--- src/cpuPkg.sv ---
package cpuPkg;

  // --------------------------------------------------
  // Widths
  // --------------------------------------------------
  localparam int dataWidth = 8;
  localparam int addrWidth = 16;
  localparam int uPcWidth  = 8;
  localparam int cmdWidth  = 4;
  localparam int endWidth  = 2;
  localparam int selWidth  = 4;

  // Low bit of each microinstruction field
  localparam int uopSrc   = 0;
  localparam int uopCmd   = uopSrc + selWidth;
  localparam int uopEnd   = uopCmd + cmdWidth;
  localparam int uopIncPc = uopEnd + endWidth;
  localparam int uopWidth = uopIncPc + 1;

  localparam logic [endWidth-1:0] endNone       = 2'd0;
  localparam logic [endWidth-1:0] endAlways     = 2'd1;
  localparam logic [endWidth-1:0] endIfNotTaken = 2'd2;

  // --------------------------------------------------
  // Micro-commands
  // --------------------------------------------------
  localparam logic [cmdWidth-1:0] cmdNop       = 4'd0;
  localparam logic [cmdWidth-1:0] cmdSetAddr   = 4'd1;
  localparam logic [cmdWidth-1:0] cmdStoreMem  = 4'd2;
  localparam logic [cmdWidth-1:0] cmdWriteMem  = 4'd3;
  localparam logic [cmdWidth-1:0] cmdZ80Op     = 4'd4;
  localparam logic [cmdWidth-1:0] cmdIncDec    = 4'd5;
  localparam logic [cmdWidth-1:0] cmdLoadX16Lo = 4'd6;
  localparam logic [cmdWidth-1:0] cmdLoadX16Hi = 4'd7;
  localparam logic [cmdWidth-1:0] cmdSetPc     = 4'd8;
  localparam logic [cmdWidth-1:0] cmdCopyX16   = 4'd9;
  localparam logic [cmdWidth-1:0] cmdHalt      = 4'd10;

  // Byte codes follow the opcode r field
  localparam logic [selWidth-1:0] regB   = 4'd0;
  localparam logic [selWidth-1:0] regC   = 4'd1;
  localparam logic [selWidth-1:0] regD   = 4'd2;
  localparam logic [selWidth-1:0] regE   = 4'd3;
  localparam logic [selWidth-1:0] regH   = 4'd4;
  localparam logic [selWidth-1:0] regL   = 4'd5;
  localparam logic [selWidth-1:0] regHl  = 4'd6;
  localparam logic [selWidth-1:0] regA   = 4'd7;
  localparam logic [selWidth-1:0] regPc  = 4'd8;
  localparam logic [selWidth-1:0] regX16 = 4'd9;

  localparam int flagZ = 7;
  localparam int flagN = 6;
  localparam int flagH = 5;
  localparam int flagC = 4;
  localparam logic [dataWidth-1:0] flagsReset = 8'hB0;

  // --------------------------------------------------
  // Opcodes
  // --------------------------------------------------
  localparam logic [dataWidth-1:0] opNop    = 8'h00;
  localparam logic [dataWidth-1:0] opHalt   = 8'h76;
  localparam logic [dataWidth-1:0] opJp     = 8'hC3;
  localparam logic [dataWidth-1:0] opJpZ    = 8'hCA;
  localparam logic [dataWidth-1:0] opJpNz   = 8'hC2;
  localparam logic [dataWidth-1:0] opJpC    = 8'hDA;
  localparam logic [dataWidth-1:0] opJpNc   = 8'hD2;
  localparam logic [dataWidth-1:0] opLdHlNn = 8'h21;
  localparam logic [dataWidth-1:0] opLdAHl  = 8'h7E;
  localparam logic [dataWidth-1:0] opLdHlA  = 8'h77;

  localparam logic [2:0] aluAdd = 3'b000;
  localparam logic [2:0] aluSub = 3'b010;
  localparam logic [2:0] aluAnd = 3'b100;
  localparam logic [2:0] aluXor = 3'b101;
  localparam logic [2:0] aluOr  = 3'b110;

  // One-hot sequencer states
  localparam logic [3:0] stAfterReset = 4'b0001;
  localparam logic [3:0] stStart      = 4'b0010;
  localparam logic [3:0] stRun        = 4'b0100;
  localparam logic [3:0] stEnd        = 4'b1000;

  // First micro address of each flow
  localparam logic [uPcWidth-1:0] flowFetch  = 8'd0;
  localparam logic [uPcWidth-1:0] flowLdImm  = 8'd1;
  localparam logic [uPcWidth-1:0] flowZ80Op  = 8'd3;
  localparam logic [uPcWidth-1:0] flowIncDec = 8'd4;
  localparam logic [uPcWidth-1:0] flowLdHlNn = 8'd5;
  localparam logic [uPcWidth-1:0] flowJp     = 8'd10;
  localparam logic [uPcWidth-1:0] flowLdAHl  = 8'd15;
  localparam logic [uPcWidth-1:0] flowLdHlA  = 8'd17;
  localparam logic [uPcWidth-1:0] flowHalt   = 8'd19;

  typedef union packed {
    struct packed {
      logic [1:0] group;
      logic [2:0] dst;
      logic [2:0] src;
    } moveView;
    struct packed {
      logic [4:0] aluOp;
      logic [2:0] src;
    } aluView;
  } opcodeT;

endpackage

--- src/uopIf.sv ---
interface uopIf import cpuPkg::*; (input logic iClock, input logic rstN);

  logic [cmdWidth-1:0] cmd;
  logic [selWidth-1:0] src;
  logic [endWidth-1:0] endCtl;
  logic                incPc;
  opcodeT              opcode;   // Instruction byte of the running flow
  logic                taken;    // Branch condition of that byte

  modport sequencer (
    output cmd, src, endCtl, incPc, opcode,
    input  taken
  );

  modport execute (
    input  iClock, rstN, cmd, src, endCtl, incPc, opcode,
    output taken
  );

endinterface

--- src/regIf.sv ---
interface regIf import cpuPkg::*; ();

  logic [selWidth-1:0]  readSel;
  logic [addrWidth-1:0] readData;
  logic [selWidth-1:0]  writeSel;
  logic                 writeEn;
  logic [addrWidth-1:0] writeData;
  logic                 pcLoad;     // PC from X16
  logic                 pcInc;
  logic                 flagsWe;
  logic [dataWidth-1:0] flagsNext;
  logic                 addrLatch;  // Capture readSel as memory address source
  logic [dataWidth-1:0] a;
  logic [addrWidth-1:0] x16;
  logic [dataWidth-1:0] flags;

  modport execute (
    output readSel, writeSel, writeEn, writeData, pcLoad, pcInc,
    output flagsWe, flagsNext, addrLatch,
    input  readData, a, x16, flags
  );

  modport register (
    input  readSel, writeSel, writeEn, writeData, pcLoad, pcInc,
    input  flagsWe, flagsNext, addrLatch,
    output readData, a, x16, flags
  );

endinterface

--- src/microcodeRom.sv ---
module microcodeRom
  import cpuPkg::*;
(
  input  logic [uPcWidth-1:0] uPc,
  input  opcodeT              opcode,
  output logic [uopWidth-1:0] uop,
  output logic [uPcWidth-1:0] flowStart
);

  function automatic logic [uopWidth-1:0] step(
    input logic                inc,
    input logic [endWidth-1:0] endCtl,
    input logic [cmdWidth-1:0] cmd,
    input logic [selWidth-1:0] src
  );
    return {inc, endCtl, cmd, src};
  endfunction

  // --------------------------------------------------
  // Micro-program
  // --------------------------------------------------
  always_comb
  begin
    case (uPc)
      flowFetch:      uop = step(1'b1, endAlways, cmdSetAddr, regPc);
      flowLdImm:      uop = step(1'b1, endNone, cmdSetAddr, regPc);
      flowLdImm + 1:  uop = step(1'b0, endAlways, cmdStoreMem, regPc);
      flowZ80Op:      uop = step(1'b0, endAlways, cmdZ80Op, regPc);
      flowIncDec:     uop = step(1'b0, endAlways, cmdIncDec, regPc);
      flowLdHlNn:     uop = step(1'b1, endNone, cmdSetAddr, regPc);
      flowLdHlNn + 1: uop = step(1'b0, endNone, cmdLoadX16Lo, regX16);
      flowLdHlNn + 2: uop = step(1'b1, endNone, cmdSetAddr, regPc);
      flowLdHlNn + 3: uop = step(1'b0, endNone, cmdLoadX16Hi, regX16);
      flowLdHlNn + 4: uop = step(1'b0, endAlways, cmdCopyX16, regHl);
      flowJp:         uop = step(1'b1, endNone, cmdSetAddr, regPc);
      flowJp + 1:     uop = step(1'b0, endNone, cmdLoadX16Lo, regX16);
      flowJp + 2:     uop = step(1'b1, endNone, cmdSetAddr, regPc);
      flowJp + 3:     uop = step(1'b0, endIfNotTaken, cmdLoadX16Hi, regX16);
      flowJp + 4:     uop = step(1'b0, endAlways, cmdSetPc, regX16);
      flowLdAHl:      uop = step(1'b0, endNone, cmdSetAddr, regHl);
      flowLdAHl + 1:  uop = step(1'b0, endAlways, cmdStoreMem, regA);
      flowLdHlA:      uop = step(1'b0, endNone, cmdSetAddr, regHl);
      flowLdHlA + 1:  uop = step(1'b0, endAlways, cmdWriteMem, regA);
      flowHalt:       uop = step(1'b0, endNone, cmdHalt, regPc);  // Parks here
      default:        uop = step(1'b0, endAlways, cmdNop, regPc);
    endcase
  end

  // Opcode to flow lookup where anything unknown just fetches again
  always_comb
  begin
    flowStart = flowFetch;
    case (opcode.moveView.group)
      2'b00:
        if (opcode.moveView.dst != 3'b110)
        begin
          if (opcode.moveView.src == 3'b110)
            flowStart = flowLdImm;                  // LD r,n
          else if (opcode.moveView.src[2:1] == 2'b10)
            flowStart = flowIncDec;                 // INC r / DEC r
        end
      2'b01:
        if (opcode.moveView.dst != 3'b110 && opcode.moveView.src != 3'b110)
          flowStart = flowZ80Op;
      2'b10:
        if (opcode.aluView.src != 3'b110 &&
            opcode.aluView.aluOp[2:0] inside {aluAdd, aluSub, aluAnd, aluXor, aluOr})
          flowStart = flowZ80Op;
      default: ;
    endcase
    case (opcode)
      opLdHlNn:                            flowStart = flowLdHlNn;
      opLdAHl:                             flowStart = flowLdAHl;
      opLdHlA:                             flowStart = flowLdHlA;
      opHalt:                              flowStart = flowHalt;
      opJp, opJpZ, opJpNz, opJpC, opJpNc:  flowStart = flowJp;
      default: ;
    endcase
  end

endmodule

--- src/microSequencer.sv ---
module microSequencer
  import cpuPkg::*;
(
  input logic                 iClock,
  input logic                 rstN,
  input logic [dataWidth-1:0] memReadData,
  uopIf.sequencer             uop
);

  logic [3:0]          state;
  logic [3:0]          nextState;
  logic [uPcWidth-1:0] uPc;
  logic [uPcWidth-1:0] flowStart;
  logic [uopWidth-1:0] romWord;
  opcodeT              opcodeQ;
  logic                flowRun;
  logic                flowEnd;
  logic                holding;

  microcodeRom rom_i (
    .uPc       (uPc),
    .opcode    (opcodeQ),
    .uop       (romWord),
    .flowStart (flowStart)
  );

  assign flowRun = state == stRun;

  // A bubble goes out whenever the flow is not running
  assign uop.cmd    = flowRun ? romWord[uopCmd +: cmdWidth] : cmdNop;
  assign uop.src    = romWord[uopSrc +: selWidth];
  assign uop.endCtl = flowRun ? romWord[uopEnd +: endWidth] : endNone;
  assign uop.incPc  = flowRun & romWord[uopIncPc];
  assign uop.opcode = opcodeQ;

  assign flowEnd = (uop.endCtl == endAlways) || (uop.endCtl == endIfNotTaken && !uop.taken);
  assign holding = uop.cmd == cmdHalt;   // Halt step never advances

  // --------------------------------------------------
  // Flow FSM
  // --------------------------------------------------
  always_comb
  begin
    case (state)
      stAfterReset: nextState = stStart;
      stStart:      nextState = stRun;
      stRun:        nextState = flowEnd ? stEnd : stRun;
      stEnd:        nextState = stStart;
      default:      nextState = stAfterReset;
    endcase
  end

  always_ff @(posedge iClock or negedge rstN)
  begin
    if (!rstN)
    begin
      state   <= stAfterReset;
      uPc     <= flowFetch;
      opcodeQ <= opNop;   // NOP decodes to fetch, so the core starts fetching
    end
    else
    begin
      state <= nextState;
      if (state == stStart)
        uPc <= (uPc == flowFetch) ? flowStart : flowFetch;  // Alternate fetch and execute
      else if (flowRun && !flowEnd && !holding)
        uPc <= uPc + 1'b1;
      if (state == stEnd && uPc == flowFetch)
        opcodeQ <= memReadData;
    end
  end

  assert property (@(posedge iClock) disable iff (!rstN) $onehot(state));

  // Once the halt step is reached the flow never leaves it
  assert property (@(posedge iClock) disable iff (!rstN)
    flowRun && holding |=> flowRun && holding);

endmodule

--- src/registerFile.sv ---
module registerFile
  import cpuPkg::*;
(
  input  logic                 iClock,
  input  logic                 rstN,
  regIf.register               regs,
  output logic [addrWidth-1:0] memAddr
);

  logic [dataWidth-1:0] bReg;
  logic [dataWidth-1:0] cReg;
  logic [dataWidth-1:0] dReg;
  logic [dataWidth-1:0] eReg;
  logic [dataWidth-1:0] hReg;
  logic [dataWidth-1:0] lReg;
  logic [dataWidth-1:0] aReg;
  logic [addrWidth-1:0] x16Reg;
  logic [addrWidth-1:0] pcReg;
  logic [dataWidth-1:0] flagsReg;
  logic [selWidth-1:0]  addrSel;
  logic [selWidth-1:0]  addrSelNow;

  always_ff @(posedge iClock or negedge rstN)
  begin
    if (!rstN)
    begin
      bReg   <= '0;
      cReg   <= '0;
      dReg   <= '0;
      eReg   <= '0;
      hReg   <= '0;
      lReg   <= '0;
      aReg   <= '0;
      x16Reg <= '0;
    end
    else if (regs.writeEn)
    begin
      case (regs.writeSel)
        regB:   bReg <= regs.writeData[dataWidth-1:0];
        regC:   cReg <= regs.writeData[dataWidth-1:0];
        regD:   dReg <= regs.writeData[dataWidth-1:0];
        regE:   eReg <= regs.writeData[dataWidth-1:0];
        regH:   hReg <= regs.writeData[dataWidth-1:0];
        regL:   lReg <= regs.writeData[dataWidth-1:0];
        regHl:
        begin
          hReg <= regs.writeData[addrWidth-1:dataWidth];
          lReg <= regs.writeData[dataWidth-1:0];
        end
        regA:   aReg <= regs.writeData[dataWidth-1:0];
        regX16: x16Reg <= regs.writeData;
        default: ;
      endcase
    end
  end

  always_ff @(posedge iClock or negedge rstN)
  begin
    if (!rstN)
    begin
      pcReg    <= '0;
      flagsReg <= flagsReset;
      addrSel  <= regPc;
    end
    else
    begin
      if (regs.pcLoad)
        pcReg <= x16Reg;        // Jump target
      else if (regs.pcInc)
        pcReg <= pcReg + 1'b1;
      if (regs.flagsWe)
        flagsReg <= regs.flagsNext;
      if (regs.addrLatch)
        addrSel <= regs.readSel;
    end
  end

  // --------------------------------------------------
  // Read side
  // --------------------------------------------------
  always_comb
  begin
    case (regs.readSel)
      regB:    regs.readData = {8'h00, bReg};
      regC:    regs.readData = {8'h00, cReg};
      regD:    regs.readData = {8'h00, dReg};
      regE:    regs.readData = {8'h00, eReg};
      regH:    regs.readData = {8'h00, hReg};
      regL:    regs.readData = {8'h00, lReg};
      regHl:   regs.readData = {hReg, lReg};
      regA:    regs.readData = {8'h00, aReg};
      regPc:   regs.readData = pcReg;
      regX16:  regs.readData = x16Reg;
      default: regs.readData = '0;
    endcase
  end

  assign regs.a     = aReg;
  assign regs.x16   = x16Reg;
  assign regs.flags = flagsReg;

  // New source shows on the bus in the same cycle as the read
  assign addrSelNow = regs.addrLatch ? regs.readSel : addrSel;

  always_comb
  begin
    case (addrSelNow)
      regHl:   memAddr = {hReg, lReg};
      regX16:  memAddr = x16Reg;
      default: memAddr = pcReg;
    endcase
  end

  // Execute side must only target real registers
  assert property (@(posedge iClock) disable iff (!rstN)
    regs.writeEn |-> (regs.writeSel <= regA || regs.writeSel == regX16));

endmodule

--- src/executeUnit.sv ---
module executeUnit
  import cpuPkg::*;
(
  uopIf.execute                uop,
  regIf.execute                regs,
  input  logic [dataWidth-1:0] memReadData,
  output logic                 memRead,
  output logic                 memWrite,
  output logic [dataWidth-1:0] memWriteData,
  output logic                 halted
);

  opcodeT               op;
  logic [dataWidth-1:0] operand;
  logic [dataWidth-1:0] aluResult;
  logic [dataWidth-1:0] stepResult;
  logic [dataWidth:0]   sum;
  logic [dataWidth:0]   diff;
  logic [4:0]           halfSum;
  logic [4:0]           halfDiff;
  logic                 isAlu;
  logic                 isDec;

  assign op         = uop.opcode;
  assign operand    = regs.readData[dataWidth-1:0];
  assign isAlu      = op.aluView.aluOp[4:3] == 2'b10;
  assign isDec      = op.moveView.src[0];   // 100 INC, 101 DEC
  assign sum        = {1'b0, regs.a} + {1'b0, operand};
  assign diff       = {1'b0, regs.a} - {1'b0, operand};
  assign halfSum    = {1'b0, regs.a[3:0]} + {1'b0, operand[3:0]};
  assign halfDiff   = {1'b0, regs.a[3:0]} - {1'b0, operand[3:0]};
  assign stepResult = isDec ? operand - 1'b1 : operand + 1'b1;

  always_comb
  begin
    case (op.aluView.aluOp[2:0])
      aluAdd:  aluResult = sum[dataWidth-1:0];
      aluSub:  aluResult = diff[dataWidth-1:0];
      aluAnd:  aluResult = regs.a & operand;
      aluXor:  aluResult = regs.a ^ operand;
      default: aluResult = regs.a | operand;
    endcase
  end

  // --------------------------------------------------
  // Command decode
  // --------------------------------------------------
  always_comb
  begin
    regs.readSel   = uop.src;
    regs.writeSel  = uop.src;
    regs.writeEn   = 1'b0;
    regs.writeData = '0;
    regs.pcLoad    = 1'b0;
    regs.flagsWe   = 1'b0;
    regs.addrLatch = 1'b0;
    memRead        = 1'b0;
    memWrite       = 1'b0;
    case (uop.cmd)
      cmdSetAddr:
      begin
        regs.addrLatch = 1'b1;
        memRead        = 1'b1;
      end
      cmdStoreMem:
      begin
        regs.writeSel  = {1'b0, op.moveView.dst};  // LD r,n and LD A,(HL)
        regs.writeEn   = 1'b1;
        regs.writeData = {8'h00, memReadData};
      end
      cmdWriteMem: memWrite = 1'b1;
      cmdZ80Op:
      begin
        regs.readSel   = {1'b0, op.moveView.src};
        regs.writeSel  = isAlu ? regA : {1'b0, op.moveView.dst};
        regs.writeEn   = 1'b1;
        regs.writeData = {8'h00, isAlu ? aluResult : operand};
        regs.flagsWe   = isAlu;
      end
      cmdIncDec:
      begin
        regs.readSel   = {1'b0, op.moveView.dst};
        regs.writeSel  = {1'b0, op.moveView.dst};
        regs.writeEn   = 1'b1;
        regs.writeData = {8'h00, stepResult};
        regs.flagsWe   = 1'b1;
      end
      cmdLoadX16Lo:
      begin
        regs.writeSel  = regX16;
        regs.writeEn   = 1'b1;
        regs.writeData = {regs.x16[addrWidth-1:dataWidth], memReadData};
      end
      cmdLoadX16Hi:
      begin
        regs.writeSel  = regX16;
        regs.writeEn   = 1'b1;
        regs.writeData = {memReadData, regs.x16[dataWidth-1:0]};
      end
      cmdSetPc: regs.pcLoad = 1'b1;
      cmdCopyX16:
      begin
        regs.writeSel  = regHl;
        regs.writeEn   = 1'b1;
        regs.writeData = regs.x16;
      end
      default: ;
    endcase
  end

  assign regs.pcInc   = uop.incPc;
  assign memWriteData = operand;

  // --------------------------------------------------
  // Flags and branch condition
  // --------------------------------------------------
  always_comb
  begin
    regs.flagsNext = regs.flags & 8'hF0;
    if (uop.cmd == cmdIncDec)
    begin
      regs.flagsNext[flagZ] = stepResult == '0;
      regs.flagsNext[flagN] = isDec;
      regs.flagsNext[flagH] = isDec ? stepResult[3:0] == 4'hF : stepResult[3:0] == 4'h0;
    end
    else
    begin
      regs.flagsNext[flagZ] = aluResult == '0;
      regs.flagsNext[flagN] = op.aluView.aluOp[2:0] == aluSub;
      regs.flagsNext[flagH] = 1'b0;
      regs.flagsNext[flagC] = 1'b0;
      case (op.aluView.aluOp[2:0])
        aluAdd:
        begin
          regs.flagsNext[flagH] = halfSum[4];     // Carry out of bit 3
          regs.flagsNext[flagC] = sum[dataWidth];
        end
        aluSub:
        begin
          regs.flagsNext[flagH] = halfDiff[4];    // Borrow from bit 4
          regs.flagsNext[flagC] = diff[dataWidth];
        end
        aluAnd:  regs.flagsNext[flagH] = 1'b1;
        default: ;
      endcase
    end
  end

  always_comb
  begin
    case (op)
      opJp:    uop.taken = 1'b1;
      opJpZ:   uop.taken = regs.flags[flagZ];
      opJpNz:  uop.taken = !regs.flags[flagZ];
      opJpC:   uop.taken = regs.flags[flagC];
      opJpNc:  uop.taken = !regs.flags[flagC];
      default: uop.taken = 1'b0;
    endcase
  end

  always_ff @(posedge uop.iClock or negedge uop.rstN)
  begin
    if (!uop.rstN)
      halted <= 1'b0;
    else if (uop.cmd == cmdHalt)
      halted <= 1'b1;
  end

  assert property (@(posedge uop.iClock) disable iff (!uop.rstN) !(memRead && memWrite));

  // A halted core keeps the bus quiet
  assert property (@(posedge uop.iClock) disable iff (!uop.rstN)
    halted |-> !memRead && !memWrite);

endmodule

--- src/dzCore.sv ---
module dzCore
  import cpuPkg::*;
(
  input  logic                 iClock,
  input  logic                 rstN,
  output logic [addrWidth-1:0] memAddr,
  output logic                 memRead,
  output logic                 memWrite,
  output logic [dataWidth-1:0] memWriteData,
  input  logic [dataWidth-1:0] memReadData,
  output logic                 halted
);

  uopIf uopBus (.iClock(iClock), .rstN(rstN));
  regIf regBus ();

  microSequencer sequencer_i (
    .iClock      (iClock),
    .rstN        (rstN),
    .memReadData (memReadData),
    .uop         (uopBus.sequencer)
  );

  executeUnit execute_i (
    .uop          (uopBus.execute),
    .regs         (regBus.execute),
    .memReadData  (memReadData),
    .memRead      (memRead),
    .memWrite     (memWrite),
    .memWriteData (memWriteData),
    .halted       (halted)
  );

  registerFile registers_i (
    .iClock  (iClock),
    .rstN    (rstN),
    .regs    (regBus.register),
    .memAddr (memAddr)
  );

endmodule

--- config.mk ---
export PLATFORM = sky130hd
export DESIGN_NAME = dzCore
export DESIGN_NICKNAME = d
export VERILOG_FILES = /design/src/cpuPkg.sv /design/src/uopIf.sv /design/src/regIf.sv /design/src/microcodeRom.sv /design/src/microSequencer.sv /design/src/registerFile.sv /design/src/executeUnit.sv /design/src/dzCore.sv
export SDC_FILE = /design/constraint.sdc
export NUM_CORES = 1
export LEC_CHECK = 0
export BUFFER_PORTS_ARGS = -buffer_cell sky130_fd_sc_hd__clkbuf_2
export CELL_PAD_IN_SITES_DETAIL_PLACEMENT = 0
export CELL_PAD_IN_SITES_GLOBAL_PLACEMENT = 1
export CORE_ASPECT_RATIO = 1.5
export CORE_MARGIN = 3
export CORE_UTILIZATION = 45
export DETAILED_ROUTE_END_ITERATION = 8
export GPL_TIMING_DRIVEN = 0
export HOLD_SLACK_MARGIN = 0.06
export PLACE_DENSITY = 0.76
export SLEW_MARGIN = 15
export SYNTH_ARGS = -nofsm -noshare
export SYNTH_HDL_FRONTEND = slang
export SYNTH_SLANG_ARGS = --single-unit
--- constraint.sdc ---
create_clock -name iClock -period 9.25 [get_ports iClock]
set_input_delay 1.3875 -clock iClock [delete_from_list [all_inputs] [get_ports iClock]]
set_output_delay 1.3875 -clock iClock [all_outputs]
set_load 0.005 [all_outputs]
==> flow_metrics.tcl, run 1 <==
set metrics [dict create \
    status "finished clean" \
    finalHoldViolCount 0 \
    fin_crit_ns 8.00 \
    postRouteAntennaNets 0 \
    worstPathMaxFanout 10 \
    yosysWarnings 0 \
    cts.hold.buffers_added 0 \
    synth_edf_count 0 \
    grt_pass1_wl_um 51200 \
    ios 37 \
    whs_ns 0.472 \
    synthToLayoutAreaGrowth_pct 12.7 \
    syn_nets 1116 \
    clock_path_buffers 2 \
    clk_pin_slew_worst_paths_ns 0.06 \
    yosysUniqueCellTypes 94 \
    die_area_mm2 0.0216 \
    ys_seq_elements 115 \
    fp.dieW_um 121 \
    ff_latch_area_mm2 0.00288 \
    core_area_mm2 0.0193 \
    reg2reg_depth 20 \
    start_kind "flip-flop" \
    fillCellCount 1919 \
    required_ns 9.53 \
    clk_latency_ns 0.44 \
    hp-class "flip-flop to flip-flop" \
    final_util 0.522 \
    r2r-start "sequencer_i.uPc[7]" \
    finalCritPeriodShare 0.865 \
    total_power_mw 3.01 \
    postCtsSetupBuffers 0 \
    grt-ovfl-total 0 \
    drc_errors 0 \
    dr.pass1.iters 7 \
    hold_path_depth 1 \
    synth_top_area_frac 0.311 \
    cp.arrival_ns 8.28 \
    grt_max_degree 67 \
    hold_path_end "execute_i.halted" \
    gp_congestion 0.935 \
    fin_ws_ns 1.25 \
    synth_top_area_cell "dfrtp_1" \
    htreeDepth 4 \
    num_antenna_cells 0 \
    ir_worst_vdd_mv 0.169 \
    finalClockSkew_ns 0.0107 \
    yosysSeqAreaShare 0.322 \
    port_buffers 36 \
    drtIter0Drc 563 \
    worst_pin_slew_ns 1.13 \
    clock_sinks 115 \
    max_slew_margin 0.245 \
    via_count 8488 \
    r2r_setup_slack_ns 1.25 \
    r2r_end "registers_i.bReg[7]" \
    wl_um 33500 \
    viasPerCell 6.13 \
    antenna_found_initial 0 \
    clockRootBuffer "clkbuf_16" \
    setup_viol 0 \
    cap_violations 0 \
    die-height_um 179 \
    p_leak_nw 4.33 \
    postSynthAreaPerCell_um2 8.43 \
    rows 62 \
    min-delay-start "execute_i.halted" \
    slew_viol_final 0 \
    p_per_area_mw_per_mm2 298 \
    initial_core_util 0.463 \
    synth_top_cells_by_area "dfrtp_1 (31%), ha_1 (5.9%), nand2_1 (5.6%)" \
    synth_ff_type "dfrtp_1" \
    worstSetupPathType "flip-flop to flip-flop" \
    end_kind "flip-flop" \
    cts_resized 0 \
    cts_tree "yes" \
    multiInputGateArea_mm2 0.00568 \
    grt_usage 0.318 \
    post_drt_wl_per_cell_um 24.2 \
    dp_hpwl_um 26100 \
    synthArstFlopShare 1.00 \
    place_ws_ns 1.42 \
    synth_cells 1061 \
    rsz0062_at_grt "false" \
    finalNetCount 1172 \
    cts_buffers 17 \
    synth_area_mm2 0.00894 \
    fmax_mhz 125 \
    first_global_vias 8389 \
    drive_gt1_frac 0.143 \
    finalSetupTns_ns 0 \
]
critical path, stage by stage, from the launching register on:
cell	delay, ns
dfrtp_1	0.38
nor3_1	0.67
nand2_1	0.37
a21oi_1	0.89
mux2i_1	0.28
a211oi_1	0.73
a32oi_1	0.20
o21ai_0	0.16
a221o_1	0.55
inv_1	0.20
ha_1	0.38
a21o_1	0.17
a21oi_1	0.22
o21bai_1	0.10
a21o_1	0.21
a2111oi_0	0.63
nor4_1	0.11
nor3b_1	0.38
o21ai_0	0.23
nor4_4	0.77
o21ai_1	0.17
how the worst max path moves through the flow:
stage                                    start  cells after the start             endpoint  slack (ns)
after CTS                   sequencer_i.uPc[7]                     20  registers_i.bReg[7]        1.38
after floorplan           sequencer_i.state[1]                     20  registers_i.eReg[7]        3.31
after detailed placement    sequencer_i.uPc[7]                     20  registers_i.lReg[7]        1.42
after global placement      sequencer_i.uPc[7]                     20  registers_i.eReg[7]        1.46
after global routing        sequencer_i.uPc[7]                     20  registers_i.bReg[7]        0.83
final                       sequencer_i.uPc[7]                     20  registers_i.bReg[7]        1.25
cell type report:
class                      count  area share
multi-input combinational    853       0.564
sequential                   115       0.286
clock buffer                  21      0.0457
timing repair buffer          37      0.0215
inverter                      44      0.0164
tap                          256      0.0318
buffer                        49      0.0220
clock inverter                10      0.0132
per-stage QoR:
| step | instance area, um^2 | instances |
|---|---|---|
| 2_1_floorplan | 8940 | 1061 |
| 3_3_place_gp | 9440 | 1353 |
| 3_5_place_dp | 9480 | 1354 |
| 4_1_cts | 10100 | 1385 |
| 5_1_grt | 10100 | 1385 |
| 6_report | 10100 | 1385 |
power breakdown:
part	leakage, nW	switching [mW]	internal, mW
Clock	0.296	0.254	0.434
Sequential	1.31	0.145	0.614
Combinational	2.72	0.975	0.586
cells in the mapped netlist (all sizes together), types with 10 or more instances:
library cell	count
a21o	14
a21oi	77
a22oi	30
and2	10
and3	14
buf	14
clkbuf	35
dfrtp	111
ha	42
inv	43
mux2	39
mux2i	18
nand2	134
nand2b	15
nand3	34
nand4	14
nor2	93
nor3	32
o21ai	93
xnor2	20
xor2	11
flip-flops by register name, indices dropped and copies added, names as in the netlist:
signal / cells
registers_i.pcReg: 16
registers_i.regs.x16: 16
registers_i.bReg: 8
registers_i.cReg: 8
registers_i.dReg: 8
registers_i.eReg: 8
registers_i.hReg: 8
registers_i.lReg: 8
registers_i.regs.a: 8
sequencer_i.uPc: 8
sequencer_i.uop.opcode: 8
registers_i.addrSel: 4
sequencer_i.state: 4
registers_i.regs.flags: 2
execute_i.halted: 1
cells in the final DEF, fill, tap and decap left out, types with 10 or more instances in the layout:
cell and n:
a21o_1 14, a21oi_1 76, a22oi_1 29, and2_1 10
and3_1 14, clkbuf_1 37, clkbuf_16 17, clkbuf_2 35
dfrtp_1 111, ha_1 42, inv_1 43, mux2_2 35
mux2i_1 18, nand2_1 133, nand2b_1 15, nand3_1 34
nand4_1 14, nor2_1 89, nor3_1 24, o21ai_0 71
o21ai_1 14, xnor2_1 19, xor2_1 11
logic make-up after synthesis:
| kind of cell | after synthesis | share of synthesized area |
|---|---|---|
| and+or+nand+nor | 399 | 0.224 |
| buffers and inverters | 93 | 0.0432 |
| AOI/OAI and AO/OA | 320 | 0.240 |
| adders and majority gates | 45 | 0.0655 |
| muxes | 57 | 0.0705 |
| DFF | 115 | 0.322 |
| xor gates and xnor gates | 32 | 0.0337 |
layer usage:
layer	up-vias	global-route usage	share of wire
li1	3988	-	-
met1	4112	0.364	0.38
met2	293	0.558	0.51
met3	95	0.0527	0.050
met4	0	0.181	0.060
met5	-	0	0
Note: power is estimated with default switching activity, not from simulation.
==> run 2, diff against run 1 <==
--- a/config.mk
+++ b/config.mk
@@ -11,11 +11,14 @@
 export CORE_ASPECT_RATIO = 1.5
 export CORE_MARGIN = 3
 export CORE_UTILIZATION = 45
+export CTS_BUF_LIST = sky130_fd_sc_hd__clkbuf_2 sky130_fd_sc_hd__clkbuf_4 sky130_fd_sc_hd__clkbuf_8
 export DETAILED_ROUTE_END_ITERATION = 8
 export GPL_TIMING_DRIVEN = 0
 export HOLD_SLACK_MARGIN = 0.06
 export PLACE_DENSITY = 0.76
+export RECOVER_POWER = 100
 export SLEW_MARGIN = 15
 export SYNTH_ARGS = -nofsm -noshare
 export SYNTH_HDL_FRONTEND = slang
 export SYNTH_SLANG_ARGS = --single-unit
+export TNS_END_PERCENT = 1
==> run 2 against run 1 <==
  * The run now ends with max-capacitance violations, max-slew violations left
  * Clock-buffer cell count did not move
  * Flip-flop and latch count unchanged
  * First-iteration DRC count grew 12%
  * Final cell count is the same
  * Maximum frequency fell by 3.5%
  * Worst setup slack worse by 0.29 ns
  * Global-route usage about the same
  * Core utilization shrank 1.5 points
==> flow_metrics.tcl, run 2 (synthesized netlist as in run 1, its figures left out) <==
set metrics [dict create \
    setup_viol 0 \
    clockRootBuffer "clkbuf_8" \
    p_per_area_mw_per_mm2 287 \
    status "complete, but fails checks" \
    cts_tree "yes" \
    fp.dieW_um 121 \
    switching_share 0.476 \
    hp-class "flip-flop to flip-flop" \
    wl_um 33300 \
    htreeDepth 4 \
    clk_latency_ns 0.47 \
    p_int_mw 1.47 \
    fmax_mhz 121 \
    ir_worst_vdd_mv 0.173 \
    finalNetCount 1172 \
    mostFrequentLayoutCell "nand2_1" \
    postRouteAntennaNets 0 \
    fin_crit_ns 8.30 \
    max_stage_delay_ns 1.13 \
    grt-ovfl-total 0 \
    ios 37 \
    gp_congestion 0.935 \
    p_clk_frac 0.182 \
    core_area_mm2 0.0193 \
    clock_path_buffers 2 \
    max_slew_margin -1.43 \
    slew_viol_final 126 \
    start_kind "flip-flop" \
    crit_chain "nor3_1 > nand2_1 > a21o_1 > clkbuf_1 > a221oi_1 > nor2_1 > clkbuf_1 > o32ai_1 > a32oi_1 > nand3b_1 > inv_1 > ha_1 > inv_1 > o21bai_1 > a21o_1 > a2111oi_0 > nor4_1 > nor3b_1 > o21ai_0 > nor4_4 > o21ai_0" \
    drive_gt1_frac 0.120 \
    cts.hold.buffers_added 0 \
    instances_no_fill 1385 \
    violations "max-capacitance violations, max-slew violations" \
    power.switching_mw 1.34 \
    cp_top_family "compound AO/OA/AOI/OAI gates" \
    postCtsSetupBuffers 0 \
    worstSetupPathType "flip-flop to flip-flop" \
    post_drt_wl_per_cell_um 24.1 \
    finalSetupTns_ns 0 \
    worstPathMaxFanout 10 \
    drc_errors 0 \
    cp.arrival_ns 8.60 \
    mostFrequentLayoutCells "nand2_1 (133), dfrtp_1 (111), nor2_1 (90)" \
    finalCritPeriodShare 0.897 \
    p_seq_frac 0.269 \
    via_count 8558 \
    cp_num_buf_inv 4 \
    cts_buffers 17 \
    clock_sinks 115 \
    port_buffers 36 \
    clk_pin_slew_worst_paths_ns 0.08 \
    cap_violations 2 \
    total_power_mw 2.81 \
    finalHoldViolCount 0 \
    required_ns 9.55 \
    critPathSlowestCell "a221oi_1" \
    die-height_um 179 \
    dp_hpwl_um 26100 \
    p_leak_nw 4.14 \
    end_kind "flip-flop" \
    cts_resized 0 \
    synthToLayoutAreaGrowth_pct 9.49 \
    rsz0062_at_grt "false" \
    dp_cells 1354 \
    r2r_setup_slack_ns 0.95 \
    grt_pass1_wl_um 51200 \
    viasPerCell 6.18 \
    finalClockSkew_ns 0.0163 \
    num_antenna_cells 0 \
    antenna_found_initial 1 \
    die_area_mm2 0.0216 \
    rows 62 \
    power_frac_comb 0.549 \
    final_util 0.507 \
    worst_pin_slew_ns 3.65 \
    grt_max_degree 67 \
    drtIter0Drc 629 \
    dr.pass1.iters 7 \
    initial_core_util 0.463 \
    grt_usage 0.318 \
    first_global_vias 8298 \
]
==> run 2: changes by cell type in the layout (fill, tap and decap cells not counted), sizes merged <==
cell	before	now
clkbuf	92	95
buf	15	12
==> run 2: cell type report <==
class                      instances  area, um^2
sequential                       115        2880
fill                            1957        9530
inverter                          44         165
timing repair buffer              37         166
tap                              256         320
clock inverter                    10         133
clock buffer                      21         277
buffer                            49         220
multi-input combinational        853        5630
==> run 2: metrics by stage <==
| stage | instance area, um^2 | worst slack, ns | hold WS (ns) |
|---|---|---|---|
| 3_5_place_dp | 9480 | 1.42 | 0.463 |
| 3_3_place_gp | 9440 | 1.46 | 0.454 |
| 6_report | 9790 | 0.954 | 0.474 |
| 4_1_cts | 9890 | 1.37 | 0.478 |
| 2_1_floorplan | 8940 | 3.31 | 0.442 |
| 5_1_grt | 9790 | 0.460 | 0.486 |
==> run 2: power groups by stage <==
stage                     combinational (mW)  sequential, mW  clock [mW]
after global placement                  1.52           0.761           0
after CTS                               1.55           0.753       0.522
after floorplan                         1.12           0.700           0
final                                   1.54           0.756       0.511
after detailed placement                1.54           0.762           0
after global routing                    1.70           0.767       0.545
==> run 2: layer usage <==
layer  GRT usage  part of all wire  vias up
met5           0           0.00039        -
met3      0.0543             0.058      101
met4       0.185             0.066        2
met2       0.553              0.50      351
met1       0.366              0.37     4122
li1            -                 -     3982
==> run 2: worst paths after layout <==
path / startpoint / to / depth (start not counted)
min in group asynchronous: rstN / registers_i.pcReg[11] / 1
setup / recovery: sequencer_i.uPc[7] / registers_i.bReg[7] / 21
max in group asynchronous: rstN / sequencer_i.uPc[2] / 2
hold / removal: execute_i.halted / execute_i.halted / 1
setup reg to reg: sequencer_i.uPc[7] / registers_i.bReg[7] / 21
hold reg to reg: execute_i.halted / execute_i.halted / 1
